File: config.mk
export PLATFORM = sky130hd
export DESIGN_NAME = afu
export DESIGN_NICKNAME = d
export VERILOG_FILES = /design/src/source/afu_pkg.sv /design/src/source/memory_map.sv /design/src/source/cpu.sv /design/src/source/addr_tr_unit.sv /design/src/source/mem_ctrl.sv /design/src/source/afu.sv
export VERILOG_INCLUDE_DIRS = /design/src /design/src/source
export SDC_FILE = /design/constraint.sdc
export NUM_CORES = 1
export LEC_CHECK = 0
export ABC_AREA = 1
export BUFFER_PORTS_ARGS = -buffer_cell sky130_fd_sc_hd__buf_2
export CAP_MARGIN = 40
export CORE_MARGIN = 2
export CORE_UTILIZATION = 50
export CTS_CLUSTER_SIZE = 8
export DETAILED_ROUTE_END_ITERATION = 8
export HOLD_SLACK_MARGIN = 0.05
export PLACE_DENSITY_LB_ADDON = 0.05
export SYNTH_ARGS = -nofsm -noshare
export SYNTH_HDL_FRONTEND = slang
export SYNTH_HIERARCHICAL = 1
export SYNTH_SLANG_ARGS = --single-unit
File: constraint.sdc
create_clock -name clk -period 8.4 [get_ports clk]
set_clock_uncertainty 0.2 [all_clocks]
set_input_delay 2.52 -clock clk [delete_from_list [all_inputs] [get_ports clk]]
set_output_delay 2.52 -clock clk [all_outputs]
set_load 0.03 [all_outputs]
File: src/source/afu_settings.svh
`ifndef AFU_SETTINGS_SVH
`define AFU_SETTINGS_SVH

// ======================================================================
// Datapath widths
// ======================================================================

// One data word, also the width of every MMIO register
`define AFU_DATA_W 32

// Virtual addresses and host word addresses share this width
`define AFU_VADDR_W 32

// Upper bits of a virtual address select one of four segments
`define AFU_SEG_W 2

// ======================================================================
// MMIO register map
// ======================================================================

// Register index width on the MMIO bus
`define AFU_MMIO_ADDR_W 4

// Segment base addresses, in host words
`define AFU_REG_BASE0 4'd0
`define AFU_REG_BASE1 4'd1
`define AFU_REG_BASE2 4'd2
`define AFU_REG_BASE3 4'd3

// Number of words to copy from segment 0 to segment 1
`define AFU_REG_COUNT 4'd4

// Writing 1 here starts a run, reads return zero
`define AFU_REG_GO 4'd5

// Read only status and checksum
`define AFU_REG_DONE 4'd6
`define AFU_REG_SUM 4'd7

`endif

File: src/source/afu_pkg.sv
`include "afu_settings.svh"

package afu_pkg;

   // ===================================================================
   // Processor memory operations
   // ===================================================================

   // Anything other than op_idle is a live request on the four-phase
   // handshake between the processor and the memory controller
   typedef enum logic [1:0] {
      op_idle  = 2'd0,
      op_read  = 2'd1,
      op_write = 2'd2
   } mem_op_t;

   // ===================================================================
   // Virtual address word
   // ===================================================================

   // The processor builds the address as one flat word, while the
   // translation unit needs the segment and the offset separately.
   // Both views cover the same bits, so a packed union keeps them
   // in step without any shifting or masking on either side
   typedef union packed {
      // Flat word as the processor sees it
      logic [`AFU_VADDR_W-1:0] flat;

      // Segment in the top bits, word offset below it
      struct packed {
         logic [`AFU_SEG_W-1:0]              seg;
         logic [`AFU_VADDR_W-`AFU_SEG_W-1:0] offset;
      } split;
   } vaddr_u;

endpackage

File: src/source/memory_map.sv
`include "afu_settings.svh"

module memory_map (
   input  logic                        clk,
   input  logic                        rst_n,
   input  logic                        mmio_wr_en,
   input  logic                        mmio_rd_en,
   input  logic [`AFU_MMIO_ADDR_W-1:0] mmio_addr,
   input  logic [`AFU_DATA_W-1:0]      mmio_wr_data,
   output logic [`AFU_DATA_W-1:0]      mmio_rd_data,
   output logic                        mmio_rd_valid,
   output logic [`AFU_VADDR_W-1:0]     base0,
   output logic [`AFU_VADDR_W-1:0]     base1,
   output logic [`AFU_VADDR_W-1:0]     base2,
   output logic [`AFU_VADDR_W-1:0]     base3,
   output logic [`AFU_DATA_W-1:0]      count,
   output logic                        go,
   input  logic                        done_in,
   input  logic [`AFU_DATA_W-1:0]      sum
);

   // Sticky completion flag seen by software
   logic done_q;

   // A write of 1 to the go register starts a run
   logic go_wr;

   assign go_wr = mmio_wr_en && (mmio_addr == `AFU_REG_GO) && mmio_wr_data[0];

   // ===================================================================
   // Software writable registers
   // ===================================================================

   always_ff @(posedge clk or negedge rst_n) begin
      if (!rst_n) begin
         base0  <= '0;
         base1  <= '0;
         base2  <= '0;
         base3  <= '0;
         count  <= '0;
         go     <= 1'b0;
         done_q <= 1'b0;
      end else begin
         // The go register never holds a value, it only fires for one cycle
         go <= go_wr;

         if (mmio_wr_en) begin
            case (mmio_addr)
               `AFU_REG_BASE0: base0 <= mmio_wr_data;
               `AFU_REG_BASE1: base1 <= mmio_wr_data;
               `AFU_REG_BASE2: base2 <= mmio_wr_data;
               `AFU_REG_BASE3: base3 <= mmio_wr_data;
               `AFU_REG_COUNT: count <= mmio_wr_data;
               default: ;
            endcase
         end

         // A new run clears the old status before the processor starts,
         // so software never sees a stale done for the new run
         if (go_wr) begin
            done_q <= 1'b0;
         end else if (done_in) begin
            done_q <= 1'b1;
         end
      end
   end

   // ===================================================================
   // Read path
   // ===================================================================

   // The valid strobe follows the request by exactly one cycle
   always_ff @(posedge clk or negedge rst_n) begin
      if (!rst_n) begin
         mmio_rd_valid <= 1'b0;
      end else begin
         mmio_rd_valid <= mmio_rd_en;
      end
   end

   // Read data only matters while the strobe is high
   always_ff @(posedge clk) begin
      if (mmio_rd_en) begin
         case (mmio_addr)
            `AFU_REG_BASE0: mmio_rd_data <= base0;
            `AFU_REG_BASE1: mmio_rd_data <= base1;
            `AFU_REG_BASE2: mmio_rd_data <= base2;
            `AFU_REG_BASE3: mmio_rd_data <= base3;
            `AFU_REG_COUNT: mmio_rd_data <= count;
            `AFU_REG_DONE:  mmio_rd_data <= {{(`AFU_DATA_W-1){1'b0}}, done_q};
            `AFU_REG_SUM:   mmio_rd_data <= sum;
            // Go and unmapped indices read as zero
            default:        mmio_rd_data <= '0;
         endcase
      end
   end

endmodule

File: src/source/cpu.sv
`include "afu_settings.svh"

module cpu (
   input  logic                   clk,
   input  logic                   rst_n,
   input  logic                   go,
   input  logic [`AFU_DATA_W-1:0] count,
   output afu_pkg::mem_op_t       op,
   output afu_pkg::vaddr_u        cpu_addr,
   output logic [`AFU_DATA_W-1:0] cpu_wdata,
   input  logic [`AFU_DATA_W-1:0] cpu_rdata,
   input  logic                   rd_valid,
   input  logic                   tx_done,
   output logic                   done_out,
   output logic [`AFU_DATA_W-1:0] sum
);

   localparam int OFF_W = `AFU_VADDR_W - `AFU_SEG_W;

   // Every request state has a matching release state where op is back
   // at idle and the FSM waits for tx_done to fall
   localparam logic [3:0] S_IDLE    = 4'd0;
   localparam logic [3:0] S_RD      = 4'd1;
   localparam logic [3:0] S_RD_REL  = 4'd2;
   localparam logic [3:0] S_WR      = 4'd3;
   localparam logic [3:0] S_WR_REL  = 4'd4;
   localparam logic [3:0] S_SUM_WR  = 4'd5;
   localparam logic [3:0] S_SUM_REL = 4'd6;
   localparam logic [3:0] S_CNT_WR  = 4'd7;
   localparam logic [3:0] S_CNT_REL = 4'd8;

   logic [3:0]             state;
   logic [`AFU_DATA_W-1:0] idx;
   logic [`AFU_DATA_W-1:0] idx_next;
   logic [`AFU_DATA_W-1:0] word_q;
   logic [`AFU_SEG_W-1:0]  seg_sel;
   logic [OFF_W-1:0]       off_sel;

   assign idx_next = idx + 1'b1;

   // ===================================================================
   // Request outputs, decoded from the state
   // ===================================================================

   always_comb begin
      op        = afu_pkg::op_idle;
      seg_sel   = 2'd0;
      off_sel   = '0;
      cpu_wdata = '0;
      case (state)
         S_RD: begin
            op      = afu_pkg::op_read;
            off_sel = idx[OFF_W-1:0];
         end
         S_WR: begin
            // Same offset as the read, one segment up
            op        = afu_pkg::op_write;
            seg_sel   = 2'd1;
            off_sel   = idx[OFF_W-1:0];
            cpu_wdata = word_q;
         end
         S_SUM_WR: begin
            op        = afu_pkg::op_write;
            seg_sel   = 2'd2;
            cpu_wdata = sum;
         end
         S_CNT_WR: begin
            op        = afu_pkg::op_write;
            seg_sel   = 2'd3;
            cpu_wdata = count;
         end
         default: ;
      endcase
      // The processor only knows flat addresses with the segment on top
      cpu_addr.flat = {seg_sel, off_sel};
   end

   // ===================================================================
   // Sequencer
   // ===================================================================

   always_ff @(posedge clk or negedge rst_n) begin
      if (!rst_n) begin
         state    <= S_IDLE;
         idx      <= '0;
         sum      <= '0;
         done_out <= 1'b0;
      end else begin
         done_out <= 1'b0;
         case (state)
            S_IDLE: if (go) begin
               idx   <= '0;
               sum   <= '0;
               // An empty copy goes straight to the result writes
               state <= (count == '0) ? S_SUM_WR : S_RD;
            end
            S_RD: if (tx_done && rd_valid) begin
               // Sum wraps modulo 2^32 like the software reference
               sum   <= sum + cpu_rdata;
               state <= S_RD_REL;
            end
            S_RD_REL:  if (!tx_done) state <= S_WR;
            S_WR:      if (tx_done) state <= S_WR_REL;
            S_WR_REL: if (!tx_done) begin
               idx   <= idx_next;
               state <= (idx_next == count) ? S_SUM_WR : S_RD;
            end
            S_SUM_WR:  if (tx_done) state <= S_SUM_REL;
            S_SUM_REL: if (!tx_done) state <= S_CNT_WR;
            S_CNT_WR:  if (tx_done) state <= S_CNT_REL;
            S_CNT_REL: if (!tx_done) begin
               done_out <= 1'b1;
               state    <= S_IDLE;
            end
            default: state <= S_IDLE;
         endcase
      end
   end

   // Copy word, held for the write that follows the read
   always_ff @(posedge clk) begin
      if (state == S_RD && tx_done && rd_valid) begin
         word_q <= cpu_rdata;
      end
   end

endmodule

File: src/source/addr_tr_unit.sv
`include "afu_settings.svh"

module addr_tr_unit (
   input  afu_pkg::vaddr_u         cpu_addr,
   input  logic [`AFU_VADDR_W-1:0] base0,
   input  logic [`AFU_VADDR_W-1:0] base1,
   input  logic [`AFU_VADDR_W-1:0] base2,
   input  logic [`AFU_VADDR_W-1:0] base3,
   output logic [`AFU_VADDR_W-1:0] host_addr
);

   // Base of the segment named in the top bits of the virtual address
   logic [`AFU_VADDR_W-1:0] base_sel;

   // ===================================================================
   // Segment lookup
   // ===================================================================

   // Pure combinational path, the host address follows cpu_addr in the
   // same cycle so the memory controller can register it on the request
   always_comb begin
      case (cpu_addr.split.seg)
         2'd0:    base_sel = base0;
         2'd1:    base_sel = base1;
         2'd2:    base_sel = base2;
         default: base_sel = base3;
      endcase

      // Offset is in words, zero extended over the segment bits
      host_addr = base_sel + {{`AFU_SEG_W{1'b0}}, cpu_addr.split.offset};
   end

endmodule

File: src/source/mem_ctrl.sv
`include "afu_settings.svh"

module mem_ctrl (
   input  logic                    clk,
   input  logic                    rst_n,
   input  afu_pkg::mem_op_t        op,
   input  logic [`AFU_VADDR_W-1:0] host_addr,
   input  logic [`AFU_DATA_W-1:0]  cpu_wdata,
   output logic [`AFU_DATA_W-1:0]  cpu_rdata,
   output logic                    rd_valid,
   output logic                    tx_done,
   output logic                    rd_go,
   output logic [`AFU_VADDR_W-1:0] rd_addr,
   output logic                    rd_en,
   input  logic [`AFU_DATA_W-1:0]  rd_data,
   input  logic                    empty,
   output logic                    wr_go,
   output logic [`AFU_VADDR_W-1:0] wr_addr,
   output logic                    wr_en,
   output logic [`AFU_DATA_W-1:0]  wr_data,
   input  logic                    full,
   input  logic                    wr_done
);

   localparam logic [2:0] S_IDLE    = 3'd0;
   localparam logic [2:0] S_RD_WAIT = 3'd1;
   localparam logic [2:0] S_WR_WAIT = 3'd2;
   localparam logic [2:0] S_WR_DONE = 3'd3;
   localparam logic [2:0] S_ACK     = 3'd4;

   logic [2:0]              state;
   logic [`AFU_VADDR_W-1:0] addr_q;
   logic [`AFU_DATA_W-1:0]  data_q;
   logic [`AFU_DATA_W-1:0]  rdata_q;

   // Both DMA channels see the address captured at the request
   assign rd_addr   = addr_q;
   assign wr_addr   = addr_q;
   assign wr_data   = data_q;
   assign cpu_rdata = rdata_q;

   // ===================================================================
   // Transfer FSM
   // ===================================================================

   always_ff @(posedge clk or negedge rst_n) begin
      if (!rst_n) begin
         state    <= S_IDLE;
         rd_go    <= 1'b0;
         wr_go    <= 1'b0;
         rd_en    <= 1'b0;
         wr_en    <= 1'b0;
         tx_done  <= 1'b0;
         rd_valid <= 1'b0;
      end else begin
         // Go and enable strobes last one cycle unless set again below
         rd_go <= 1'b0;
         wr_go <= 1'b0;
         rd_en <= 1'b0;
         wr_en <= 1'b0;
         case (state)
            S_IDLE: begin
               if (op == afu_pkg::op_read) begin
                  rd_go <= 1'b1;
                  state <= S_RD_WAIT;
               end else if (op == afu_pkg::op_write) begin
                  wr_go <= 1'b1;
                  state <= S_WR_WAIT;
               end
            end
            // Stall here while the host has nothing for us
            S_RD_WAIT: if (!empty) begin
               rd_en    <= 1'b1;
               tx_done  <= 1'b1;
               rd_valid <= 1'b1;
               state    <= S_ACK;
            end
            // Stall here while the host write buffer is full
            S_WR_WAIT: if (!full) begin
               wr_en <= 1'b1;
               state <= S_WR_DONE;
            end
            // The word is only acknowledged once the host has committed it
            S_WR_DONE: if (wr_done) begin
               tx_done <= 1'b1;
               state   <= S_ACK;
            end
            // Last phase of the handshake, wait for the processor to let go
            S_ACK: if (op == afu_pkg::op_idle) begin
               tx_done  <= 1'b0;
               rd_valid <= 1'b0;
               state    <= S_IDLE;
            end
            default: state <= S_IDLE;
         endcase
      end
   end

   // ===================================================================
   // Transfer payload
   // ===================================================================

   // Address and write data are frozen at the request so the processor
   // side may change while the DMA waits
   always_ff @(posedge clk) begin
      if (state == S_IDLE && op != afu_pkg::op_idle) begin
         addr_q <= host_addr;
         data_q <= cpu_wdata;
      end
      // The host shows the word ahead of rd_en, take it with the pop
      if (state == S_RD_WAIT && !empty) begin
         rdata_q <= rd_data;
      end
   end

endmodule

File: src/source/afu.sv
`include "afu_settings.svh"

module afu (
   input  logic                        clk,
   input  logic                        rst_n,
   input  logic                        mmio_wr_en,
   input  logic                        mmio_rd_en,
   input  logic [`AFU_MMIO_ADDR_W-1:0] mmio_addr,
   input  logic [`AFU_DATA_W-1:0]      mmio_wr_data,
   output logic [`AFU_DATA_W-1:0]      mmio_rd_data,
   output logic                        mmio_rd_valid,
   output logic                        rd_go,
   output logic [`AFU_VADDR_W-1:0]     rd_addr,
   output logic                        rd_en,
   input  logic [`AFU_DATA_W-1:0]      rd_data,
   input  logic                        empty,
   output logic                        wr_go,
   output logic [`AFU_VADDR_W-1:0]     wr_addr,
   output logic                        wr_en,
   output logic [`AFU_DATA_W-1:0]      wr_data,
   input  logic                        full,
   input  logic                        wr_done
);

   // Software programmed configuration
   logic [`AFU_VADDR_W-1:0] base0;
   logic [`AFU_VADDR_W-1:0] base1;
   logic [`AFU_VADDR_W-1:0] base2;
   logic [`AFU_VADDR_W-1:0] base3;
   logic [`AFU_DATA_W-1:0]  count;
   logic                    go;
   logic                    done;
   logic [`AFU_DATA_W-1:0]  sum;

   // Processor side of the four-phase handshake
   afu_pkg::mem_op_t        op;
   afu_pkg::vaddr_u         cpu_addr;
   logic [`AFU_DATA_W-1:0]  cpu_wdata;
   logic [`AFU_DATA_W-1:0]  cpu_rdata;
   logic                    rd_valid;
   logic                    tx_done;
   logic [`AFU_VADDR_W-1:0] host_addr;

   // ===================================================================
   // Control and status registers
   // ===================================================================

   memory_map u_memory_map (
      .clk(clk), .rst_n(rst_n),
      .mmio_wr_en(mmio_wr_en), .mmio_rd_en(mmio_rd_en),
      .mmio_addr(mmio_addr), .mmio_wr_data(mmio_wr_data),
      .mmio_rd_data(mmio_rd_data), .mmio_rd_valid(mmio_rd_valid),
      .base0(base0), .base1(base1), .base2(base2), .base3(base3),
      .count(count), .go(go), .done_in(done), .sum(sum)
   );

   // ===================================================================
   // Processor, translation and host access
   // ===================================================================

   cpu u_cpu (
      .clk(clk), .rst_n(rst_n), .go(go), .count(count),
      .op(op), .cpu_addr(cpu_addr), .cpu_wdata(cpu_wdata),
      .cpu_rdata(cpu_rdata), .rd_valid(rd_valid), .tx_done(tx_done),
      .done_out(done), .sum(sum)
   );

   addr_tr_unit u_addr_tr_unit (
      .cpu_addr(cpu_addr),
      .base0(base0), .base1(base1), .base2(base2), .base3(base3),
      .host_addr(host_addr)
   );

   mem_ctrl u_mem_ctrl (
      .clk(clk), .rst_n(rst_n), .op(op), .host_addr(host_addr),
      .cpu_wdata(cpu_wdata), .cpu_rdata(cpu_rdata),
      .rd_valid(rd_valid), .tx_done(tx_done),
      .rd_go(rd_go), .rd_addr(rd_addr), .rd_en(rd_en),
      .rd_data(rd_data), .empty(empty),
      .wr_go(wr_go), .wr_addr(wr_addr), .wr_en(wr_en),
      .wr_data(wr_data), .full(full), .wr_done(wr_done)
   );

endmodule

; ---- Word level (Yosys, flattened, before mapping)
; Cells that the tools add are included.
[op_classes]
add_sub_neg = 3
n_eq_ne = 38
muxes = 48
n_reduce_logical = 33
[ops]
columns = op, count
row1 = one-hot mux 32 bit (7 select lines), 1
row2 = one-hot mux 32 bit (3 select lines), 2
row3 = one-hot mux 32 bit (2 select lines), 2
row4 = two-way mux 32 bit, 3
row5 = two-way mux 4 bit, 9
row6 = one-hot mux 4 bit (9 select lines), 1
row7 = adder 32 x 1 -> 32 bit (second input constant), 1
row8 = adder 32 x 30 -> 32 bit, 1
row9 = adder 32 bit, 1
row10 = == test 32 bit, 1
row11 = == test 4 x 3 -> 1 bit (second input constant), 8
row12 = logical NOT 32 bit, 1
row13 = two-way mux 30 bit, 1
row14 = two-way mux 3 bit, 8
row15 = == test 4 x 2 -> 1 bit (second input constant), 4
row16 = two-way mux 1 bit, 16
row17 = inequality test 2 bit (second input constant), 8
row18 = one-hot mux 3 bit (5 select lines), 1
row19 = inequality test 2 x 1 -> 1 bit (second input constant), 5
row20 = AND reduction 2 bit, 5
row21 = nonzero test 2 bit, 5
row22 = AND reduction 3 bit, 3
row23 = AND reduction 9 bit, 1
row24 = == test 4 x 1 -> 1 bit (second input constant), 2
row25 = other kinds (21), 32
[totals]
reg_bits = 401

; ---- Logic depth before layout (Yosys ltp)
[logic_depth]
ltp_word = 7
ltp_mapped = 26
mapped_depth_nobuf = 23

; ---- By module
; The synthesis kept the hierarchy.
[by_module_without_submodules]
columns = mod, n_inst, cells_each, area_each_um2, seq_area_each_um2
row1 = memory_map, 1, 1087, 8906.0, 5039.8
row2 = cpu, 1, 1108, 7669.9, 2687.6
row3 = mem_ctrl, 1, 190, 3632.2, 3108.0
row4 = addr_tr_unit, 1, 690, 3233.1, 0.0

; ---- Least setup slack after synthesis
; Ideal clock, no wire load.
[synth_timing]
path_kind = register -> register
from = register u_cpu.state[1]
to = register u_mem_ctrl.addr_q[0], in the netlist u_mem_ctrl/rd_addr[0], enable pin
arrival_time_ns = 3.963
path_slack_ns = 3.751
path_stages_with_launch = 8
n_path_buf = 0
path_cell_list = dfrtp_1 > nand2_1 > nor2_1 > inv_1 > o21ai_0 > inv_1 > ha_1 > nor2_1
[synth_via]
elab_chain_cells = 5
word_cells_on_any_way = 8
[synth_rtl]
columns = element, line_no
row1 = from (decl), cpu.sv:32  ; logic [3:0] state;
row2 = from (signal assigned), cpu.sv:95  ; state <= (count == '0) ? S_SUM_WR : S_RD;
row3 = from (signal assigned), cpu.sv:106  ; state <= (idx_next == count) ? S_SUM_WR : S_RD;
row4 = == test 4 x 2 -> 1 bit or == test 4 x 3 -> 1 bit (tied branches), cpu.sv:50  ; case (state)
row5 = OR reduction 3 bit (no line), n/a
row6 = one-hot mux 2 bit (2 select lines) *, cpu.sv:50
row7 = via op[1], afu.sv:36  ; afu_pkg::mem_op_t op;
row8 = nonzero test 2 bit *, mem_ctrl.sv:106  ; if (state == S_IDLE && op != afu_pkg::op_idle) begin
row9 = logical AND 1 bit *, mem_ctrl.sv:106
row10 = to (signal assigned), mem_ctrl.sv:107  ; addr_q <= host_addr;
row11 = to (decl), mem_ctrl.sv:32  ; logic [`AFU_VADDR_W-1:0] addr_q;
; Mark *: on every way through the listed nets, which the timed path passes. The rest lies on a longest branch.
; A chain may end at the register's enable or synchronous reset.

; ---- Final worst setup path
[layout_timing]
from = input mmio_addr[1]
to = register u_memory_map.base0[22]
[layout_via]
elab_chain_cells = 2
[layout_rtl]
columns = element, line_no
row1 = from (decl), afu.sv:8  ; input logic [`AFU_MMIO_ADDR_W-1:0] mmio_addr,
row2 = logical NOT 4 bit, memory_map.sv:48  ; case (mmio_addr)
row3 = AND reduction 2 bit (no line), n/a
row4 = to (signal assigned), memory_map.sv:49  ; `AFU_REG_BASE0: base0 <= mmio_wr_data;
row5 = to (decl), memory_map.sv:12  ; output logic [`AFU_VADDR_W-1:0] base0,
; Every way passes these cells.

==> reports/results.txt <==
status -> completed
DP Wirelength -> 62.7 mm
RSZ-0062 raised after global routing -> no
gr ovfl total -> 0
num ports -> 208
layout cell share with drive strength beyond 1 -> 11.3%
via/cell ratio -> 5.71
initial core utilization -> 50.5%
maximum vdd drop -> 0.302 mV
die area -> 48,600 um^2
H-tree depth -> 2
Finished Cell Area -> 26,500 um^2
crit path DAT -> 5570 ps
vias in the first global route -> 20,400
top cell type's share of synthesized area -> 25.7%
global-route usage over all layers -> 34.7%
Area growth syn-to-layout -> 13.2%
Worst path slowest cell -> nor2_4
drt pass-1 iters -> 5
WHS -> 252 ps
Seq. cell area -> 10,800 um^2
syn_area_per_cell -> 7.62 um^2
Setup violations, final -> 0
crit share post-route -> 63.0%
top cells by count, synth -> 905 x nand2_1, 359 x inv_1, 326 x nor2_1, 267 x nand3_1, 241 x dfrtp_1
Setup Crit Path Kind -> primary input to register
syn nets -> 3,220
chip height -> 221 um
dpl cell area -> 24,900 um^2
Rows -> 79
Max FO, Critical Path -> 35
Post-synth EDFFs -> 160
antenna diode count -> 0
initial antenna violation count -> 0
setup_tns -> 0 ps
CP peak stage delay -> 810 ps
drt wl/cell -> 21.7 um
met1 wire length -> 35.7 mm
asr flop ratio synth -> 60.1%
FF+latch count, synth -> 401
routed wl met3 -> 8.16 mm
top sig layer -> met4
I/O Buffers -> 207
count leader, synth -> nand2_1
final RePlAce weighted congestion -> 1.02
cts hold-fix bufs -> 0
synth top area cells -> dfrtp_1 26%, edfxtp_1 20%, nand2_1 14%, inv_1 5.7%, nand3_1 5.7%
maximum number of pins on one net before global-route repair -> 134
Post-Syn Instances -> 3,075
Syn Std Cell Area -> 23,400 um^2
Hold Path Class -> register to register
fill count -> 4,446
f_max -> 0.189 GHz
Routed Antenna Nets -> 0
TritonCTS clock tree -> done
sequential share of the synthesized area -> 46.2%
Max-cap violations -> 0
Synth area leader -> dfrtp_1
critical path required time -> 8680 ps
Multi-input gate area -> 10,500 um^2
minimum clock period -> 5300 ps
CP most frequent cell -> nor2_4
slew margin rel. -> 35.1%
number of hold violations in the final report -> 0
distinct cell type count after synthesis -> 49
first-pass GRT wire length -> 126 mm
Post-CTS Resized -> 0
crit-path cells -> buf_2, nor2_4, nand2_2, nor2_4, buf_4, o21ai_0
number of nets in the layout -> 3,377
clk slew on worst S/H paths -> 50 ps
final WL -> 84.2 mm
DR iter-0 viols -> 2,802
CP endpoint kind -> register
met2 wire len -> 36.7 mm
top_reg_cell synth -> dfrtp_1
area of the core -> 46,500 um^2
Ys Warns -> 6
worst skew pair latency -> 620 ps
Pwr Density -> 311 nW/um^2
actual slew at the worst max-slew pin -> 964 ps
clock sink total -> 401
via count -> 22,100
die width -> 221 um
Worst setup SP type -> primary input
Root Driver -> clkbuf_16
Post-CTS Repair Setup Buffers -> 0
Leakage -> 12.8 nW
DRC errors left -> 0
Slew Limit Fails -> 0
CTS Buf Count -> 56
CTS max path bufs -> 3
## sequential cells by signal, summed over array words and instances, names as in the netlist, 3 cells and up
signal and cells:
u_cpu/idx 32, u_cpu/sum 32, u_cpu/word_q 32, u_mem_ctrl/cpu_rdata 32
u_mem_ctrl/rd_addr 32, u_mem_ctrl/wr_data 32, u_memory_map/base0 32, u_memory_map/base1 32
u_memory_map/base2 32, u_memory_map/base3 32, u_memory_map/count 32, u_memory_map/mmio_rd_data 32
u_cpu/state 4, u_mem_ctrl/state 3
## cell type report
class                           count  share of cell area, %
Sequential cell                   401                   40.8
Multi-Input combinational cell   2162                   39.5
Clock buffer                       92                   5.86
Timing Repair Buffer              236                   5.45
Inverter                          375                   5.30
Tap cell                          607                   2.86
Clock inverter                      3                  0.170
## metal layers
layer	vias to the layer above	GRT usage (%)
met5	-	0
met4	0	14.2
met3	154	7.19
met2	1154	52.7
met1	10500	48.6
li1	10300	-
## report_power, final
part / internal (mW) / switching [mW] / total (mW)
clock network: 1.25 / 0.875 / 2.12
logic: 0.872 / 2.35 / 3.22
registers: 2.56 / 0.364 / 2.93
## final timing paths
kind | startpoint | endpoint | slack, ps | depth (start not counted)
max | mmio_addr[1] | u_memory_map/base0[22] | 3100 | 6
min | u_mem_ctrl/cpu_rdata[26] | u_cpu/word_q[26] | 250 | 0
max reg2reg | u_cpu/state[1] | u_mem_ctrl/rd_addr[28] | 3540 | 23
min reg2reg | u_mem_ctrl/cpu_rdata[26] | u_cpu/word_q[26] | 250 | 0
max in group asynchronous | rst_n | u_memory_map/base2[18] | 4910 | 2
min in group asynchronous | rst_n | u_mem_ctrl/wr_go | 1790 | 1
## through the flow
step,utilization [%],setup WS [ps],std cells,total power [mW]
global route,57.1,2910,3876,8.71
global placement,53.1,2510,3767,5.99
floorplan,-,3750,3075,4.95
detailed placement,53.7,2550,3780,6.09
CTS,57.1,3210,3875,8.23
finish,57.1,3100,3876,8.27
## critical path: cells and delay by family
family                 cells  cell delay, ps
and+or+nand+nor            3            2310
buffers and inverters      2             570
AOI/OAI and AO/OA          1             130
## cells by family (layout without fill, tap and decap cells)
family                     count (synthesis)  in the layout  share of synthesized area (%)
buffers and inverters                    512            706                           9.21
adders and majority gates                 70             70                           3.80
xor gates and xnor gates                  32             32                           1.25
DFF                                      401            401                           46.2
AOI/OAI and AO/OA                        463            463                           10.9
and+or+nand+nor                         1597           1597                           28.6
## cells in the final DEF (no fill, tap or decap), drive strengths merged
| master | synthesis | final |
|---|---|---|
| a21boi | 2 | 2 |
| a21o | 8 | 8 |
| a21oi | 74 | 74 |
| a221oi | 2 | 2 |
| a31oi | 3 | 3 |
| and2 | 3 | 3 |
| buf | 94 | 236 |
| clkbuf | 43 | 92 |
| clkinv | 2 | 3 |
| dfrtp | 241 | 241 |
| edfxtp | 160 | 160 |
| fa | 2 | 2 |
| ha | 68 | 68 |
| inv | 373 | 375 |
| nand2 | 916 | 916 |
| nand3 | 274 | 274 |
| nand3b | 4 | 4 |
| nand4 | 16 | 16 |
| nor2 | 353 | 353 |
| nor3 | 17 | 17 |
| nor4 | 10 | 10 |
| o211ai | 11 | 11 |
| o21a | 3 | 3 |
| o21ai | 291 | 291 |
| o21bai | 9 | 9 |
| o221ai | 22 | 22 |
| o22ai | 37 | 37 |
| o311ai | 1 | 1 |
| or2 | 4 | 4 |
| xnor2 | 4 | 4 |
| xnor3 | 1 | 1 |
| xor2 | 27 | 27 |
No activity file was read; power rests on OpenSTA's default activity.
